**config.mk**
```make
export PLATFORM = sky130hd
export DESIGN_NAME = tmr_top
export DESIGN_NICKNAME = d
export VERILOG_FILES = /design/src/logic/tmr_pkg.sv /design/src/logic/apb_reg_if.sv /design/src/logic/event_counter.sv /design/src/logic/irq_combine.sv /design/src/logic/tmr_regs.sv /design/src/logic/tmr_top.sv
export VERILOG_INCLUDE_DIRS = /design/src /design/src/logic
export SDC_FILE = /design/constraint.sdc
export NUM_CORES = 1
export LEC_CHECK = 0
export ABC_AREA = 1
export BUFFER_PORTS_ARGS = -buffer_cell sky130_fd_sc_hd__buf_2
export CAP_MARGIN = 20
export CORE_ASPECT_RATIO = 0.8
export CORE_MARGIN = 5
export CORE_UTILIZATION = 50
export CTS_CLUSTER_SIZE = 12
export DETAILED_ROUTE_END_ITERATION = 12
export PLACE_DENSITY = 0.72
export SLEW_MARGIN = 5
export SYNTH_ARGS = -nofsm -noshare
export SYNTH_HDL_FRONTEND = slang
export SYNTH_SLANG_ARGS = --single-unit
```
**constraint.sdc**
```tcl
create_clock -name clk -period 2.6 [get_ports clk]
set_clock_uncertainty 0.1 [all_clocks]
set_input_delay 0 -clock clk [delete_from_list [all_inputs] [get_ports clk]]
set_output_delay 0 -clock clk [all_outputs]
set_load 0.1 [all_outputs]
```
**src/logic/tmr_defs.svh**
```systemverilog
`ifndef TMR_DEFS_SVH
`define TMR_DEFS_SVH

// bus and register file geometry
`define TMR_DATA_W      32
`define TMR_REG_NUM     8
`define TMR_ADDR_W      32
`define TMR_BYTE_BITS   2

// control register bit positions
`define TMR_CTRL_EN_A   0
`define TMR_CTRL_EN_B   1
`define TMR_CTRL_CLR_A  2
`define TMR_CTRL_CLR_B  3

`define TMR_ID_VALUE    32'h544d_5201

`endif

```
**src/logic/tmr_pkg.sv**
```systemverilog
`default_nettype none

`include "tmr_defs.svh"

package tmr_pkg;

    localparam int IDX_W = $clog2(`TMR_REG_NUM);

    typedef logic [`TMR_DATA_W-1:0] data_t;
    typedef logic [`TMR_ADDR_W-1:0] addr_t;

    // word index of each register, byte address is index * 4.
    typedef enum logic [IDX_W-1:0] {
        REG_CTRL   = 'd0,
        REG_CMP_A  = 'd1,
        REG_CMP_B  = 'd2,
        REG_CNT_A  = 'd3,
        REG_CNT_B  = 'd4,
        REG_STATUS = 'd5,
        REG_MASK   = 'd6,
        REG_ID     = 'd7
    } reg_idx_t;

endpackage

`default_nettype wire

```
**src/logic/apb_reg_if.sv**
```systemverilog
`default_nettype none

`include "tmr_defs.svh"

module apb_reg_if import tmr_pkg::*; (
    input  wire logic     clk,
    input  wire logic     resetn,

    input  wire logic     psel,
    input  wire logic     pwrite,
    input  wire logic     penable,
    input  wire addr_t    paddr,
    input  wire data_t    pwdata,
    output data_t         prdata,
    output logic          pready,

    output logic          wr_en,
    output reg_idx_t      wr_idx,
    output data_t         wr_data,
    output reg_idx_t      rd_idx,
    input  wire data_t    rd_data
);

    typedef enum logic {
        ST_IDLE,
        ST_ACCESS
    } state_t;

    state_t   state;
    logic     setup;
    reg_idx_t addr_idx;

    // setup phase only counts while idle.
    assign setup = (state == ST_IDLE) && psel && !penable;

    // word index sits right above the byte offset.
    assign addr_idx = reg_idx_t'(paddr[`TMR_BYTE_BITS +: IDX_W]);
    assign rd_idx   = addr_idx;

    assign pready = (state == ST_ACCESS); // one cycle per transfer.

    always_ff @(posedge clk) begin
        if (!resetn) begin
            state <= ST_IDLE;
            wr_en <= 1'b0;
        end else begin
            wr_en <= setup && pwrite;
            case (state)
                ST_IDLE: begin
                    if (setup) begin
                        state <= ST_ACCESS;
                    end
                end
                ST_ACCESS: begin
                    state <= ST_IDLE; // transfer ends here.
                end
                default: begin
                    state <= ST_IDLE;
                end
            endcase
        end
    end

    // payload capture on the setup edge.
    always_ff @(posedge clk) begin
        if (setup) begin
            if (pwrite) begin
                wr_idx  <= addr_idx;
                wr_data <= pwdata;
            end else begin
                prdata <= rd_data; // contents as of this edge.
            end
        end
    end

    // the access state never repeats, so no back-to-back acks.
    a_pready_single: assert property (
        @(posedge clk) disable iff (!resetn)
        pready |=> !pready
    );

    // a write strobe always follows a write setup phase.
    a_wr_after_setup: assert property (
        @(posedge clk) disable iff (!resetn)
        wr_en |-> $past(psel && !penable && pwrite)
    );

endmodule

`default_nettype wire

```
**src/logic/event_counter.sv**
```systemverilog
`default_nettype none

module event_counter import tmr_pkg::*; (
    input  wire logic  clk,
    input  wire logic  resetn,
    input  wire logic  enable,
    input  wire logic  clear,
    input  wire logic  ev,
    input  wire data_t cmp,
    output data_t      count,
    output logic       match
);

    logic at_cmp;

    // zero compare means free running.
    assign at_cmp = (cmp != '0) && (count == data_t'(cmp - 1'b1));

    always_ff @(posedge clk) begin
        if (!resetn) begin
            count <= '0;
            match <= 1'b0;
        end else if (clear) begin
            count <= '0; // no match on clear.
            match <= 1'b0;
        end else if (enable && ev) begin
            if (at_cmp) begin
                count <= '0;
                match <= 1'b1;
            end else begin
                count <= count + 1'b1;
                match <= 1'b0;
            end
        end else begin
            match <= 1'b0;
        end
    end

    // holds as long as software leaves cmp alone.
    a_count_below_cmp: assert property (
        @(posedge clk) disable iff (!resetn)
        (cmp != '0 && count < cmp) ##1 $stable(cmp) |-> count < cmp
    );

endmodule

`default_nettype wire

```
**src/logic/irq_combine.sv**
```systemverilog
`default_nettype none

module irq_combine (
    input  wire logic       clk,
    input  wire logic       resetn,
    input  wire logic       match_a,
    input  wire logic       match_b,
    input  wire logic [1:0] status_clr,
    input  wire logic [1:0] mask,
    output logic [1:0]      status,
    output logic            irq
);

    logic [1:0] match;

    assign match = {match_b, match_a};

    always_ff @(posedge clk) begin
        if (!resetn) begin
            status <= 2'b00;
        end else begin
            status <= match | (status & ~status_clr); // set beats clear.
        end
    end

    assign irq = |(status & mask);

    // a new interrupt needs a fresh match or a mask change.
    a_irq_cause: assert property (
        @(posedge clk) disable iff (!resetn)
        $rose(irq) |-> $changed(mask) || $past(match_a || match_b)
    );

endmodule

`default_nettype wire

```
**src/logic/tmr_regs.sv**
```systemverilog
`default_nettype none

`include "tmr_defs.svh"

module tmr_regs import tmr_pkg::*; (
    input  wire logic      clk,
    input  wire logic      resetn,

    input  wire logic      wr_en,
    input  wire reg_idx_t  wr_idx,
    input  wire data_t     wr_data,
    input  wire reg_idx_t  rd_idx,
    output data_t          rd_data,

    input  wire data_t     count_a,
    input  wire data_t     count_b,
    input  wire logic [1:0] status,

    output logic           en_a,
    output logic           en_b,
    output logic           clr_a,
    output logic           clr_b,
    output data_t          cmp_a,
    output data_t          cmp_b,
    output logic [1:0]     mask,
    output logic [1:0]     status_clr
);

    logic ctrl_wr;
    logic status_wr;

    assign ctrl_wr   = wr_en && (wr_idx == REG_CTRL);
    assign status_wr = wr_en && (wr_idx == REG_STATUS);

    always_ff @(posedge clk) begin
        if (!resetn) begin
            en_a  <= 1'b0;
            en_b  <= 1'b0;
            cmp_a <= '0;
            cmp_b <= '0;
            mask  <= 2'b00;
        end else if (wr_en) begin
            case (wr_idx)
                REG_CTRL: begin
                    en_a <= wr_data[`TMR_CTRL_EN_A];
                    en_b <= wr_data[`TMR_CTRL_EN_B];
                end
                REG_CMP_A: begin
                    cmp_a <= wr_data;
                end
                REG_CMP_B: begin
                    cmp_b <= wr_data;
                end
                REG_MASK: begin
                    mask <= wr_data[1:0];
                end
                default: begin
                    // counts, status and id hold no writable state here.
                end
            endcase
        end
    end

    // pulses ride on the single-cycle write strobe.
    assign clr_a      = ctrl_wr && wr_data[`TMR_CTRL_CLR_A];
    assign clr_b      = ctrl_wr && wr_data[`TMR_CTRL_CLR_B];
    assign status_clr = status_wr ? wr_data[1:0] : 2'b00; // w1c.

    always_comb begin
        rd_data = '0;
        case (rd_idx)
            REG_CTRL: begin
                rd_data[`TMR_CTRL_EN_A] = en_a; // clr bits read zero.
                rd_data[`TMR_CTRL_EN_B] = en_b;
            end
            REG_CMP_A: begin
                rd_data = cmp_a;
            end
            REG_CMP_B: begin
                rd_data = cmp_b;
            end
            REG_CNT_A: begin
                rd_data = count_a;
            end
            REG_CNT_B: begin
                rd_data = count_b;
            end
            REG_STATUS: begin
                rd_data[1:0] = status;
            end
            REG_MASK: begin
                rd_data[1:0] = mask;
            end
            REG_ID: begin
                rd_data = `TMR_ID_VALUE;
            end
            default: begin
                rd_data = '0;
            end
        endcase
    end

    a_clr_a_pulse: assert property (
        @(posedge clk) disable iff (!resetn)
        clr_a |=> !clr_a
    );

    a_clr_b_pulse: assert property (
        @(posedge clk) disable iff (!resetn)
        clr_b |=> !clr_b
    );

endmodule

`default_nettype wire

```
**src/logic/tmr_top.sv**
```systemverilog
`default_nettype none

module tmr_top import tmr_pkg::*; (
    input  wire logic  clk,
    input  wire logic  resetn,

    input  wire logic  psel,
    input  wire logic  pwrite,
    input  wire logic  penable,
    input  wire addr_t paddr,
    input  wire data_t pwdata,
    output data_t      prdata,
    output logic       pready,

    input  wire logic  ev_a,
    input  wire logic  ev_b,
    output logic       irq
);

    logic       wr_en;
    reg_idx_t   wr_idx;
    data_t      wr_data;
    reg_idx_t   rd_idx;
    data_t      rd_data;

    logic       en_a;
    logic       en_b;
    logic       clr_a;
    logic       clr_b;
    data_t      cmp_a;
    data_t      cmp_b;
    data_t      count_a;
    data_t      count_b;
    logic       match_a;
    logic       match_b;

    logic [1:0] mask;
    logic [1:0] status;
    logic [1:0] status_clr;

    apb_reg_if u_apb (
        .clk     (clk),
        .resetn  (resetn),
        .psel    (psel),
        .pwrite  (pwrite),
        .penable (penable),
        .paddr   (paddr),
        .pwdata  (pwdata),
        .prdata  (prdata),
        .pready  (pready),
        .wr_en   (wr_en),
        .wr_idx  (wr_idx),
        .wr_data (wr_data),
        .rd_idx  (rd_idx),
        .rd_data (rd_data)
    );

    tmr_regs u_regs (
        .clk        (clk),
        .resetn     (resetn),
        .wr_en      (wr_en),
        .wr_idx     (wr_idx),
        .wr_data    (wr_data),
        .rd_idx     (rd_idx),
        .rd_data    (rd_data),
        .count_a    (count_a),
        .count_b    (count_b),
        .status     (status),
        .en_a       (en_a),
        .en_b       (en_b),
        .clr_a      (clr_a),
        .clr_b      (clr_b),
        .cmp_a      (cmp_a),
        .cmp_b      (cmp_b),
        .mask       (mask),
        .status_clr (status_clr)
    );

    event_counter u_cnt_a (
        .clk    (clk),
        .resetn (resetn),
        .enable (en_a),
        .clear  (clr_a),
        .ev     (ev_a),
        .cmp    (cmp_a),
        .count  (count_a),
        .match  (match_a)
    );

    event_counter u_cnt_b (
        .clk    (clk),
        .resetn (resetn),
        .enable (en_b),
        .clear  (clr_b),
        .ev     (ev_b),
        .cmp    (cmp_b),
        .count  (count_b),
        .match  (match_b)
    );

    irq_combine u_irq (
        .clk        (clk),
        .resetn     (resetn),
        .match_a    (match_a),
        .match_b    (match_b),
        .status_clr (status_clr),
        .mask       (mask),
        .status     (status),
        .irq        (irq)
    );

endmodule

`default_nettype wire
```
==> flow_metrics.py, run 1 <==
metrics = {
    "cells_and_area": {
        "diodes": 0,
        "layout_common_cells": "nand2_1 (365), nor2_1 (230), inv_1 (220)",
        "num-nets-final": 2096,
        "fillers": 2075,
        "layout_commonest_cell": "nand2_1",
        "drive_gt1_frac": 0.2183,
        "stdcell_count": 2346,
        "syn2layout_area_growth_pct": 30.05,
    },
    "route": {
        "wirelength_mm": 46.09,
        "wl_per_cell_um": 19.64,
        "drcViolationCount": 0,
        "drt-initial-drc-count": 1566,
        "detail-route-antenna-nets": 0,
        "vias": 13132,
        "drt_first_pass_iters": 6,
        "vias_per_cell": 5.598,
    },
    "placement": {
        "dp.cells": 2236,
        "dpl.hpwl_mm": 35.23,
        "portBuffers": 75,
        "place.gp.congestion": 0.9754,
    },
    "critical_path": {
        "crit_arrival_ns": 2.87,
        "r2r_cells": 15,
        "crit_required_ns": 2.90,
        "worstSetupPathType": "flip-flop to flip-flop",
        "crit_path_start_kind": "flip-flop",
        "endpoint_kind": "flip-flop",
        "worstPathMaxFanout": 7,
    },
    "flow_run": {
        "drv_cap": 0,
    },
    "clock_network": {
        "cts_tree": "built",
        "clock_latency_ns": 0.52,
        "root_buffer": "clkbuf_16",
        "cts_buffers": 23,
        "htreeDepth": 1,
        "max-clock-path-buffers": 3,
        "clkTransAtPathRegs_ns": 0.06,
        "cts.sinks": 205,
    },
    "global_routing": {
        "grt_max_degree": 63,
        "grt_pass1_vias": 12036,
        "grt_pass1_wl_mm": 67.81,
        "grt.overflow.total": 0,
        "antenna_found_initial": 0,
        "grt_usage": 0.3193,
    },
    "logic_synthesis": {
        "synthesis.nets": 1828,
        "yosys_warnings": 0,
        "synth_cells": 1751,
        "syn_area_sq_um": 12100,
        "yosysTopAreaCellShare": 0.2284,
        "ys_top_cells_by_area": "dfxtp_1 (23%), edfxtp_1 (17%), nand2_1 (12%)",
        "ys_seq_elements": 205,
        "avgSynthCellArea_sq_um": 6.908,
        "synth_cell_types": 44,
        "netlist.top_cell.by_area": "dfxtp_1",
        "ys_seq_area_frac": 0.3947,
    },
    "pwr": {
        "cellPowerDensity_nw_per_um2": 460.5,
        "p_leak_uw": 0.006981,
        "p_total_uw": 7244,
        "combPwrFrac": 0.124,
        "vdd_ir_drop_max_mv": 0.4941,
        "netSwitchingPower_uw": 1922,
        "p_int_uw": 5322,
        "netSwitchingFraction": 0.2653,
        "power_frac_clock": 0.412,
        "power.share.sequential": 0.464,
    },
    "floorplanning": {
        "core_sq_um": 23590,
        "num_rows": 50,
        "fp.dieH_um": 149.1,
        "ios": 105,
        "die_area_sq_um": 27420,
        "initial_core_util": 0.5129,
        "die_w_um": 183.9,
    },
    "sta": {
        "max_freq_ghz": 0.3897,
        "whs_ns": 0.02092,
        "period_minus_slack_ns": 2.566,
        "worstMarginPinSlew_ns": 0.6991,
        "relSlewSlack": 0.5322,
        "rsz0062_at_grt": "yes",
        "finalCritPeriodShare": 0.9869,
        "hold_viol": 0,
        "maxSlewViolCount": 0,
        "setup_viol": 0,
    },
    "hold_path": {
        "hold_class": "primary input to flip-flop",
        "hold_depth": 3,
    },
    "outcome": {
        "status": "complete, no violations",
    },
}
cell usage after synthesis (all sizes together):
cell type and n:
o21bai 6, ha 6, nand4 29, a22oi 2, nor3 23, or2 3
a22o 1, and3 1, a221oi 10, o22ai 22, xnor3 2, buf 6
nand3 101, inv 228, o21ai 130, a21oi 92, xnor2 20, o211ai 1
a211oi 1, nor4 10, o2111ai 2, clkbuf 33, or3b 1, dfxtp 138
nor2 316, o221ai 6, nor3b 2, nand2 408, nand3b 19, xor2 65
edfxtp 67
cells by family (layout without fill, tap and decap cells):
logic type / after synthesis / in the layout / share of synthesized area
fa+ha+maj: 6 / 6 / 0.006206
compound gates: 273 / 273 / 0.1232
flops: 205 / 205 / 0.3947
simple gates: 913 / 913 / 0.3244
xor+xnor: 87 / 87 / 0.06527
buf+inv: 267 / 550 / 0.08626
per-stage QoR:
| stage | cell area, sq um | setup TNS, ns | setup WS (ns) | utilization |
|---|---|---|---|---|
| after global routing | 15730 | -2.000 | -0.05710 | 0.6670 |
| final | 15730 | 0 | 0.03398 | 0.6670 |
| after floorplan | 12110 | 0 | 0.2429 | - |
| after detailed placement | 13770 | -8.433 | -0.2326 | 0.5840 |
| after global placement | 13770 | -5.840 | -0.1805 | 0.5840 |
| after CTS | 14930 | 0 | 0.002401 | 0.6330 |
per-layer routing:
metal / part of all wire / global-route usage
met5: 0 / 0
met4: 0.033 / 0.09017
met3: 0.12 / 0.07801
met2: 0.42 / 0.4801
met1: 0.43 / 0.4583
what timing repair did:
action                                  CTS  global route
buffers inserted                          2            21
resized for setup                        16           163
pin swaps                                 2            52
endpoints found under the setup margin   63            65
endpoints found under the hold margin    85             0
gates cloned                              0             6
hold buffers                             42             0
worst max-delay path: stages, from the launching register on:
cell and delay (ns):
dfxtp_2 0.35, nor2_1 0.24, nand2_2 0.15, nor2_4 0.17
nand2_2 0.14, nand2_1 0.14, nand3_1 0.11, nor2_1 0.11
nand2_1 0.09, nor2_1 0.09, nand2_1 0.09, nor2_4 0.14
nand3_4 0.15, nand2_8 0.16, clkbuf_16 0.17, nor2_1 0.04
sequential cells by signal (all words and copies together) (netlist names), 3 cells and up:
signal,cells
u_apb.prdata,32
u_apb.wr_data,32
u_cnt_a.count,32
u_cnt_b.count,32
u_regs.cmp_a,32
u_regs.cmp_b,32
u_apb.wr_idx,3
area by class of cell:
| cell class | instances | area (sq um) | area share |
|---|---|---|---|
| clock buffers | 32 | 619.3 | 0.03937 |
| multi-input cells | 1279 | 6838 | 0.4347 |
| well taps | 312 | 390.4 | 0.02482 |
| flip-flops and latches | 205 | 4790 | 0.3045 |
| repair buffers | 282 | 2192 | 0.1393 |
| clock inverters | 8 | 43.79 | 0.002784 |
| inverters | 228 | 858.3 | 0.05456 |
worst paths after layout:
kind | startpoint | end | slack [ns]
worst max-delay path | u_regs.cmp_b[9]$_SDFFE_PN0P_ | u_cnt_b.count[18]$_SDFFE_PP0P_ | 0.03
worst max register to register | u_regs.cmp_b[9]$_SDFFE_PN0P_ | u_cnt_b.count[18]$_SDFFE_PP0P_ | 0.03
worst min register to register | u_cnt_b.match$_SDFF_PP0_ | u_irq.status[1]$_SDFF_PN0_ | 0.36
worst min-delay path | psel | u_apb.wr_data[5]$_DFFE_PP_ | 0.02
power groups by stage:
| stage | logic [uW] | clock network (uW) | registers, uW |
|---|---|---|---|
| floorplan | 366 | 0 | 3510 |
| global placement | 723 | 0 | 3430 |
| detailed placement | 727 | 0 | 3430 |
| CTS | 784 | 2990 | 3360 |
| global route | 959 | 3160 | 3360 |
| finish | 896 | 2980 | 3360 |
No activity file was read; power rests on OpenSTA's default activity.
==> inputs of run 2 (changes only) <==
Settings changed: PLACE_DENSITY 0.72 to 0.71.
==> flow_metrics.py, run 2 (same netlist as run 1, synthesis figures left out) <==
metrics = {
    "outcome": {
        "status": "complete, no violations",
    },
    "critical_path": {
        "worstSetupPathType": "flip-flop to flip-flop",
        "reg2reg_slack_ns": 0.08,
        "cp_top_family": "simple AND/OR/NAND/NOR gates",
        "r2r_cells": 17,
        "worstReg2RegEnd": "u_cnt_b.count[17]$_SDFFE_PP0P_",
        "max_stage_delay_ns": 0.34,
        "crit_required_ns": 2.91,
        "worstPathMaxFanout": 11,
        "r2r-start": "u_regs.cmp_b[1]$_SDFFE_PN0P_",
        "cp_cell_sequence": "inv_2 -> ha_4 -> nand2_4 -> nor2_8 -> buf_4 -> nand3b_1 -> nand2_2 -> nand2_1 -> nor2_1 -> nand2_1 -> nor2_1 -> nand2_1 -> nor2_4 -> nand3_4 -> nand2_4 -> clkbuf_16 -> nor2_1",
        "endpoint_kind": "flip-flop",
        "crit_arrival_ns": 2.83,
        "crit_path_start_kind": "flip-flop",
        "cpMaxStageDelayCell": "dfxtp_2",
        "critPathBufInv": 3,
    },
    "route": {
        "drt_first_pass_iters": 6,
        "met3_wirelength_mm": 4.928,
        "wl_per_cell_um": 19.69,
        "drt-initial-drc-count": 1553,
        "vias_per_cell": 5.627,
        "vias": 13134,
        "topRoutingLayerUsed": "met4",
        "wl_met2_mm": 19.13,
        "drcViolationCount": 0,
        "m1WireLength_mm": 20.26,
        "detail-route-antenna-nets": 0,
        "wirelength_mm": 45.95,
    },
    "placement": {
        "place.gp.congestion": 1.018,
        "post-place-ws_ns": -0.1119,
        "dp.cells": 2235,
        "portBuffers": 75,
        "dpl.hpwl_mm": 34.99,
    },
    "floorplanning": {
        "initial_core_util": 0.5129,
        "core_sq_um": 23590,
        "fp.dieH_um": 149.1,
        "die_w_um": 183.9,
        "num_rows": 50,
        "die_area_sq_um": 27420,
        "ios": 105,
    },
    "hold_path": {
        "hold_start": "pwdata[12]",
        "hold_class": "primary input to flip-flop",
        "hold_depth": 2,
        "holdPathEnd": "u_apb.wr_data[12]$_DFFE_PP_",
    },
    "cells_and_area": {
        "syn2layout_area_growth_pct": 28.80,
        "stdcell_count": 2334,
        "seq_area_sq_um": 4790,
        "fillers": 2103,
        "layout_commonest_cell": "nand2_1",
        "finish.utilization": 0.6606,
        "num-nets-final": 2082,
        "layout_common_cells": "nand2_1 (376), nor2_1 (235), inv_1 (222)",
        "diodes": 0,
        "multiInputGateArea_sq_um": 6792,
        "drive_gt1_frac": 0.2028,
    },
    "global_routing": {
        "grt_max_degree": 63,
        "grt.overflow.total": 0,
        "grt_pass1_wl_mm": 67.68,
        "grt_usage": 0.3202,
        "antenna_found_initial": 0,
        "grt_pass1_vias": 12008,
    },
    "flow_run": {
        "drv_cap": 0,
    },
    "pwr": {
        "power_frac_clock": 0.431,
        "netSwitchingFraction": 0.2611,
        "combPwrFrac": 0.117,
        "cellPowerDensity_nw_per_um2": 476.8,
        "vdd_ir_drop_max_mv": 0.5622,
        "power.share.sequential": 0.453,
        "p_leak_uw": 0.006936,
        "netSwitchingPower_uw": 1940,
        "p_int_uw": 5489,
    },
    "sta": {
        "setup_viol": 0,
        "relSlewSlack": 0.5682,
        "maxSlewViolCount": 0,
        "finalCritPeriodShare": 0.9707,
        "setup_slack_ns": 0.07615,
        "max_freq_ghz": 0.3962,
        "hold_viol": 0,
        "period_minus_slack_ns": 2.524,
        "worstMarginPinSlew_ns": 0.6453,
        "setup_tns_ns": 0,
    },
    "clock_network": {
        "clkTransAtPathRegs_ns": 0.06,
        "cts_tree": "built",
        "cts_buffers": 23,
        "cts.sinks": 205,
        "clock_latency_ns": 0.53,
        "root_buffer": "clkbuf_16",
        "max-clock-path-buffers": 3,
        "htreeDepth": 1,
    },
}
==> run 2: cell types whose count changed in the layout (fill, tap and decap cells not counted), sizes merged <==
cell / previous run / this run
buf: 236 / 222
bufinv: 0 / 2
clkinvlp: 2 / 1
nor2: 316 / 317
==> run 2: worst max path at each step <==
stage	cells after the start	start	end
finish	17	u_regs.cmp_b[1]$_SDFFE_PN0P_	u_cnt_b.count[17]$_SDFFE_PP0P_
floorplan	2	u_apb.pready$_SDFF_PP0_	u_apb.wr_data[0]$_DFFE_PP_
CTS	17	u_regs.cmp_a[1]$_SDFFE_PN0P_	u_cnt_a.count[28]$_SDFFE_PP0P_
global route	15	u_cnt_b.count[0]$_SDFFE_PP0P_	u_cnt_b.count[30]$_SDFFE_PP0P_
detailed placement	16	u_regs.cmp_b[1]$_SDFFE_PN0P_	u_cnt_b.count[26]$_SDFFE_PP0P_
global placement	16	u_regs.cmp_b[1]$_SDFFE_PN0P_	u_cnt_b.count[28]$_SDFFE_PP0P_
==> run 2: per-stage QoR <==
step / power (uW) / cell area, sq um / hold slack [ns]
finish: 7429 / 15580 / 0.08497
detailed placement: 4157 / 13770 / 0.07810
global route: 7661 / 15580 / 0.08712
global placement: 4153 / 13770 / 0.07648
floorplan: 3876 / 12110 / -0.001131
CTS: 7352 / 14950 / 0.06410
==> run 2: final cells by class <==
type,instances,area share
Clock inverter,9,0.006666
Timing Repair Buffer,267,0.1307
Clock buffer,33,0.03935
Sequential cell,205,0.3074
Multi-Input combinational cell,1280,0.4359
Tap cell,312,0.02506
Inverter,228,0.05493
==> run 2: what timing repair did <==
action                                  in CTS  in global routing
gates resized for setup                     15                135
buffers inserted                             0                 10
hold buffers                                42                  0
gates cloned                                 0                  5
endpoints found under the setup margin      58                 64
endpoints found under the hold margin       96                  0
pin swaps                                    0                 37
==> run 2: power by group through the flow <==
stage,clock (uW),combinational [uW],sequential (uW)
finish,3200,867,3360
global route,3370,924,3360
CTS,3210,780,3360
detailed placement,0,727,3430
global placement,0,723,3430
floorplan,0,366,3510
==> run 2: layer usage <==
layer,up-vias,track usage
li1,6230,-
met1,6108,0.4616
met2,676,0.4751
met3,120,0.07947
met4,0,0.09608
met5,-,0
